### config.mk
export PLATFORM = sky130hd
export DESIGN_NAME = mem_bus_port
export DESIGN_NICKNAME = d
export VERILOG_FILES = /design/src/hw/bus_pkg.sv /design/src/hw/beat_counter.sv /design/src/hw/mem_bus_port.sv
export SDC_FILE = /design/constraint.sdc
export NUM_CORES = 1
export LEC_CHECK = 0
export BUFFER_PORTS_ARGS = -buffer_cell sky130_fd_sc_hd__buf_2
export CAP_MARGIN = 25
export CORE_AREA = 2 2 132 134
export DETAILED_ROUTE_END_ITERATION = 10
export DIE_AREA = 0 0 134 136
export PLACE_DENSITY = 0.73
export SLEW_MARGIN = 10
export SYNTH_ARGS = -nofsm -noshare
export SYNTH_HDL_FRONTEND = slang
export SYNTH_SLANG_ARGS = --single-unit
### constraint.sdc
create_clock -name bus_clk -period 6.1 [get_ports bus_clk]
set_input_delay 0.305 -clock bus_clk [delete_from_list [all_inputs] [get_ports bus_clk]]
set_output_delay 0.305 -clock bus_clk [all_outputs]
set_load 0.02 [all_outputs]
### src/hw/bus_pkg.sv
`default_nettype none

package bus_pkg;

   // line geometry and bus population
   localparam int NUM_BEATS   = 4;
   localparam int NUM_MASTERS = 2;
   localparam int MEM_LINES   = 256;

   typedef logic [31:0]                 word_t;
   typedef logic [NUM_BEATS*32-1:0]     line_t;
   typedef logic [15:0]                 addr_t;
   // address bits 11:4, low nibble ignored
   typedef logic [7:0]                  line_idx_t;
   typedef logic [1:0]                  beat_t;
   typedef logic [$clog2(NUM_MASTERS)-1:0] master_idx_t;

   // cache side bus master
   typedef enum logic [2:0] {
      PS_IDLE,
      PS_REQ,
      PS_ADDR,
      PS_WBEAT,
      PS_RBEAT,
      PS_DONE
   } port_state_e;

   // memory side bus slave
   typedef enum logic [2:0] {
      MS_IDLE,
      MS_WCOLLECT,
      MS_MWRITE,
      MS_MREAD,
      MS_RSEND
   } mem_state_e;

endpackage

`default_nettype wire

### src/hw/beat_counter.sv
`timescale 1ns/1ps
`default_nettype none

module beat_counter (
   input  wire  logic          bus_clk,
   input  wire  logic          rst,
   input  wire  logic          clear,
   input  wire  logic          step,
   output bus_pkg::beat_t      count,
   output logic                last
);

   import bus_pkg::*;

   // clear wins over step so a new transfer always starts at word 0
   always_ff @(posedge bus_clk) begin
      if (rst || clear) begin
         count <= '0;
      end else if (step) begin
         count <= count + 1'b1;
      end
   end

   // final word of the line
   assign last = (count == beat_t'(NUM_BEATS - 1));

endmodule

`default_nettype wire

### src/hw/mem_bus_port.sv
`timescale 1ns/1ps
`default_nettype none

module mem_bus_port (
   input  wire  logic               bus_clk,
   input  wire  logic               rst,
   // shared bus
   input  wire  logic               bus_start,
   input  wire  logic               bus_rw,
   input  wire  bus_pkg::line_idx_t bus_a,
   input  wire  bus_pkg::word_t     bus_wd,
   output bus_pkg::word_t           bus_rd,
   output logic                     bus_rvalid,
   output logic                     bus_ack,
   // main memory
   output logic                     mem_en,
   output logic                     mem_wr,
   output bus_pkg::line_idx_t       mem_idx,
   output bus_pkg::line_t           mem_wdata,
   input  wire  bus_pkg::line_t     mem_rdata
);

   import bus_pkg::*;

   mem_state_e state_q;
   mem_state_e state_d;
   line_idx_t  idx_q;
   line_t      wline_q;
   beat_t      count;
   logic       last;
   logic       step;

   beat_counter u_beats (
      .bus_clk (bus_clk),
      .rst     (rst),
      .clear   (state_q == MS_IDLE),
      .step    (step),
      .count   (count),
      .last    (last)
   );

   assign step = (state_q == MS_WCOLLECT) || (state_q == MS_RSEND);

   always_comb begin
      state_d = state_q;
      case (state_q)
         MS_IDLE:     if (bus_start) state_d = bus_rw ? MS_WCOLLECT : MS_MREAD;
         MS_WCOLLECT: if (last) state_d = MS_MWRITE;
         MS_MWRITE:   state_d = MS_IDLE;
         // line is out of the array one cycle later
         MS_MREAD:    state_d = MS_RSEND;
         MS_RSEND:    if (last) state_d = MS_IDLE;
         default:     state_d = MS_IDLE;
      endcase
   end

   always_ff @(posedge bus_clk) begin
      if (rst) begin
         state_q <= MS_IDLE;
         bus_ack <= 1'b0;
      end else begin
         state_q <= state_d;
         // ack closes the transaction the cycle after memory or last beat
         bus_ack <= (state_q == MS_MWRITE) || (state_q == MS_RSEND && last);
      end
   end

   always_ff @(posedge bus_clk) begin
      if (state_q == MS_IDLE && bus_start) begin
         idx_q <= bus_a;
      end
      if (state_q == MS_WCOLLECT) begin
         wline_q[count*$bits(word_t) +: $bits(word_t)] <= bus_wd;
      end
   end

   assign mem_en     = (state_q == MS_MWRITE) || (state_q == MS_MREAD);
   assign mem_wr     = (state_q == MS_MWRITE);
   assign mem_idx    = idx_q;
   assign mem_wdata  = wline_q;

   // word 0 first, mem_rdata holds while mem_en is low
   assign bus_rvalid = (state_q == MS_RSEND);
   assign bus_rd     = bus_rvalid ?
                       mem_rdata[count*$bits(word_t) +: $bits(word_t)] : '0;

endmodule

`default_nettype wire

==> metrics.txt, run 1 <==
Vert. Die Dim=136 µm; type of the worst min-delay path=input pin to register; crit path DAT=2.26 ns; leakage=3.54 nW; WP buf/inv=2; most frequent cells in the layout=buf_2, edfxtp_1, and2_1; # setup viols final=0; Rows=48; total chip power=0.00249 W; met3 WL=1.68 mm; Boundary Pins=344; number of flops mapped to enable cells by yosys=136; Synth Register Bits=142; Worst Skew=0.00995 ns; CP required=5.79 ns; Syn. warnings=0; routed wl met2=9.58 mm; Crit path max-delay family=buffers and inverters; commonest non-fill, non-tap cell in the layout=buf_2; Worst R2R Setup Slack=3.79 ns; share of layout cells above drive strength 1=55.5%; Tmin final=2.56 ns; Total GRT Usage=19.9%; Via density=4.73; synth top area cells=edfxtp_1, and2_1, mux4_2; Hold WS=0.0690 ns; clock root buffer=clkbuf_16; placed cell area=0.00835 mm²; Power Dens Cells=277 mW/mm²; fin area=0.00899 mm²; most used flip-flop cell after synthesis=edfxtp_1; Synth Instances=404; Max Cap Viol=0; # H-tree levels=4; CTS tree=yes; Hold-fix buffers, CTS=0; critical path fanouts, max=40; Core Area=0.0169 mm²; Final Hold Vio Count=0; final period utilization=42.0%; post-synthesis area per instance=15.8 µm²; ANT nets after route=0; Peak VDD IR=0.193 mV; gr ovfl total=0; PortBufs=343; antenna violations before repair=1; Clock Latency Late Sink=0.41 ns; drt total wl=18.5 mm; status=finished clean; slowest stage delay, CP=0.63 ns; Slew HR=53.5%; Detail Placement HPWL=13.6 mm; Crit. End Element=output pin; number of global-route vias before repair=4,726; met1 WL=6.97 mm; largest net degree at the start of global routing=41; pins over their slew limit=0; register area share after synthesis=65.9%; # clock sinks=142; Post-Syn Area=0.00638 mm²; PostCTS Resize Cnt=0; Sum Neg Setup Slack=0 ns; gp weighted congestion=0.855; CP max-delay cell=mux4_2; DRC Markers=0; ys async rst share=0%; Least-Margin Pin Slew=0.698 ns; DR top layer=met4; Initial Util=37.8%; largest area contributor in the netlist=edfxtp_1; RSZ-0062 raised after global routing=false; DR vias=4,673; Iter 0 DRT Violations=339; Area Overhead vs Synth=40.9%; syn_nets=581; die area=0.0182 mm²; wire length per cell=18.7 µm; Final nets=927; crit-path cells=buf_4 > mux4_2 > nor2b_1 > buf_2; Worst Setup Path Type=register to output pin; clk buf depth=2; maximum operating frequency=391 MHz; CTS buffer count=17; Critical Path Source Type=register; Die X=134 µm; first-pass GRT wire length=26.9 mm; Cell variety after synth=33; Reg clk slew, reported paths=0.06 ns; post-synth top area share=64.1%; drt pass-1 iters=4; Setup Buffers After CTS=0
==> power by group <==
part           total (W)  internal [W]  switching (W)
Clock            0.00111      0.000693       0.000420
Combinational   0.000267      0.000124       0.000143
Sequential       0.00111       0.00110      0.0000100
Total            0.00249       0.00192       0.000574
==> path summary, 6_finish.rpt <==
check	endpoint	startpoint	cells after the start
setup / recovery	bus_rd[2]	u_beats.count[0]$_SDFFE_PP0P_	4
hold / removal	mem_idx[7]$_DFFE_PP_	bus_a[7]	1
setup reg to reg	mem_wdata[42]$_DFFE_PP_	u_beats.count[1]$_SDFFE_PP0P_	5
hold reg to reg	u_beats.count[0]$_SDFFE_PP0P_	u_beats.count[0]$_SDFFE_PP0P_	3
==> layout make-up <==
type	instances	area (µm²)
diodes	1	2.50
clock buffers	17	425
clock inverters	14	205
fillers	1433	7890
inverters	3	11.3
multi-input cells	232	2040
flip-flops and latches	142	4210
well taps	225	282
repair buffers	354	1820
==> stage by stage <==
step | worst slack (ns) | cells | util (%)
after detailed placement | 3.71 | 955 | 49.5
after floorplan | 3.73 | 404 | -
after CTS | 3.49 | 986 | 53.2
final | 3.54 | 988 | 53.2
after global routing | 3.38 | 988 | 53.2
after global placement | 3.82 | 954 | 49.3
==> worst register-to-register path, cell delays in order, from the launching register on <==
cell and delay, ns:
dfxtp_1 0.31, buf_4 0.39, inv_1 0.16, ha_1 0.44, and4bb_2 0.64, and2_1 0.23
==> Yosys cell counts, drive strengths merged, types with 2 or more instances <==
library cell	count
nor3	3
nand2b	2
nand3	2
buf	10
nor2b	35
and3	4
dfxtp	6
mux4	32
ha	5
and2	128
inv	3
edfxtp	136
nand2	3
clkbuf	17
nor2	3
a21oi	2
==> state kept, by name, summed over array words and instances (netlist names) <==
name / cells
mem_idx: 8
mem_wdata: 128
u_beats.count: 2
state_q: 3
bus_ack: 1
==> kinds of logic (layout without fill, tap and decap cells) <==
| kind of cell | count (synthesis) | in the layout | share of synthesized area (%) |
|---|---|---|---|
| adders and majority gates | 5 | 5 | 0.981 |
| AOI/OAI and AO/OA | 8 | 8 | 0.844 |
| DFF | 142 | 142 | 65.9 |
| other | 0 | 1 | 0 |
| buffers and inverters | 30 | 388 | 2.18 |
| muxes | 32 | 32 | 11.3 |
| and+or+nand+nor | 186 | 186 | 18.6 |
| xor gates and xnor gates | 1 | 1 | 0.137 |
==> per-layer routing <==
metal	vias up	GRT usage, %
li1	2161	-
met1	2225	23.9
met2	272	35.0
met3	15	5.74
met4	0	5.91
met5	-	0
Note: power is estimated with default switching activity, not from simulation.
==> run 2: changes to the inputs <==
--- a/config.mk
+++ b/config.mk
@@ -10,7 +10,7 @@
 export CORE_AREA = 2 2 132 134
 export DETAILED_ROUTE_END_ITERATION = 10
 export DIE_AREA = 0 0 134 136
-export PLACE_DENSITY = 0.73
+export PLACE_DENSITY = 0.75
 export SLEW_MARGIN = 10
 export SYNTH_ARGS = -nofsm -noshare
 export SYNTH_HDL_FRONTEND = slang
==> constraint.sdc (replaced) <==
create_clock -name bus_clk -period 2.16 [get_ports bus_clk]
set_input_delay 0.108 -clock bus_clk [delete_from_list [all_inputs] [get_ports bus_clk]]
set_output_delay 0.108 -clock bus_clk [all_outputs]
set_load 0.02 [all_outputs]
==> metrics.txt, run 2 (synthesis results as in run 1) <==
Post-Place Worst Slack=0.194 ns; Worst Skew=0.00907 ns; Sum Neg Setup Slack=0 ns; WP buf/inv=2; Internal=0.00499 W; Final nets=937; sw power=0.00164 W; Sw Share=24.7%; placed cell count=956; CP max-delay cell=mux4_2; drt pass-1 iters=4; Critical Path Source Type=register; Crit path max-delay family=multiplexers; RSZ-0062 raised after global routing=true; DR vias=4,765; Vert. Die Dim=136 µm; Power Dens Cells=731 mW/mm²; met3 WL=1.54 mm; gp weighted congestion=0.844; fin area=0.00907 mm²; maximum operating frequency=480 MHz; Tmin final=2.08 ns; number of global-route vias before repair=4,761; die area=0.0182 mm²; PortBufs=343; Reg clk slew, reported paths=0.06 ns; Initial Util=37.8%; pins over their slew limit=0; slowest stage delay, CP=0.58 ns; share of layout cells above drive strength 1=55.5%; crit-path cells=buf_12 > mux4_2 > nor2b_1 > buf_2; Clock Latency Late Sink=0.40 ns; Least-Margin Pin Slew=0.704 ns; antenna violations before repair=5; status=finished clean; # setup viols final=0; Area Overhead vs Synth=42.2%; Crit. End Element=output pin; type of the worst min-delay path=input pin to register; Die X=134 µm; crit path DAT=1.98 ns; Non-Filler Instances=1,002; CP required=2.05 ns; Comb power frac=11.9%; Iter 0 DRT Violations=300; Core Area=0.0169 mm²; clock power share=40.7%; Peak VDD IR=0.429 mV; Final Hold Vio Count=0; ANT nets after route=0; critical path fanouts, max=40; DR top layer=met5; Via density=4.76; met1 WL=6.91 mm; post-route setup slack=0.0752 ns; clock root buffer=clkbuf_16; largest net degree at the start of global routing=41; Max Cap Viol=0; CTS tree=yes; clk buf depth=2; # H-tree levels=4; CTS buffer count=17; gr ovfl total=0; final period utilization=96.5%; drt total wl=18.8 mm; wire length per cell=18.7 µm; most frequent cells in the layout=buf_2, edfxtp_1, and2_1; placed cell area=0.00840 mm²; first-pass GRT wire length=27.3 mm; commonest non-fill, non-tap cell in the layout=buf_2; Setup Buffers After CTS=0; Worst Setup Path Type=register to output pin; Rows=48; Boundary Pins=344; Detail Placement HPWL=13.6 mm; DRC Markers=0; max FFs per register=128; Slew HR=53.1%; routed wl met2=9.87 mm; leakage=3.53 nW; Flop pwr share=47.5%; # clock sinks=142; Total GRT Usage=20.3%
[run 2: cell types whose count changed in the layout (fill, tap and decap cells not counted), moves of 4 or more]
cell,before,now
and3_1,4,0
and3_2,0,4
bufinv_16,4,0
dlygate4sd3_1,0,10
clkinvlp_4,1,5
buf_12,0,5
[run 2: stage by stage]
stage	total power, W	hold slack (ns)	util (%)
2_1_floorplan	0.00362	0.177	-
5_1_grt	0.00687	0.0127	53.7
6_report	0.00663	0.0179	53.7
4_1_cts	0.00670	0.00297	53.6
3_5_place_dp	0.00398	0.288	49.8
3_3_place_gp	0.00397	0.286	49.8
[run 2: metal layers]
metal  global-route usage, %  vias up
met3                    5.70       24
li1                        -     2188
met4                    7.62        2
met1                    23.5     2278
met2                    36.0      273
met5                       0        -
[run 2: final timing paths]
| path | slack, ns | startpoint | cells after the start | end |
|---|---|---|---|---|
| setup / recovery | 0.08 | u_beats.count[0]$_SDFFE_PP0P_ | 4 | bus_rd[8] |
| hold / removal | 0.02 | bus_wd[5] | 2 | mem_wdata[101]$_DFFE_PP_ |
| setup reg to reg | 0.19 | u_beats.count[0]$_SDFFE_PP0P_ | 4 | mem_wdata[54]$_DFFE_PP_ |
| hold reg to reg | 0.54 | state_q[2]$_SDFFE_PP0P_ | 1 | state_q[0]$_SDFFE_PP0P_ |
[run 2: layout make-up]
| type | instances | area [µm²] |
|---|---|---|
| Antenna cell | 4 | 10.0 |
| Clock buffer | 17 | 425 |
| Clock inverter | 15 | 125 |
| Fill cell | 1427 | 7810 |
| Inverter | 3 | 11.3 |
| Multi-Input combinational cell | 232 | 2040 |
| Sequential cell | 142 | 4210 |
| Tap cell | 225 | 282 |
| Timing Repair Buffer | 364 | 1960 |
[run 2: power groups by stage]
stage                     sequential, W  combinational, W  clock, W
after detailed placement        0.00320          0.000781         0
final                           0.00314          0.000786   0.00270
after CTS                       0.00314          0.000798   0.00276
after floorplan                 0.00330          0.000313         0
after global placement          0.00320          0.000775         0
after global routing            0.00315          0.000849   0.00287
[run 2: what timing repair did]
action,4_1_cts,5_1_grt
endpoints found under the setup margin,0,2
hold buffers,10,0
hold endpoints to repair,16,0
gates resized for setup,0,2
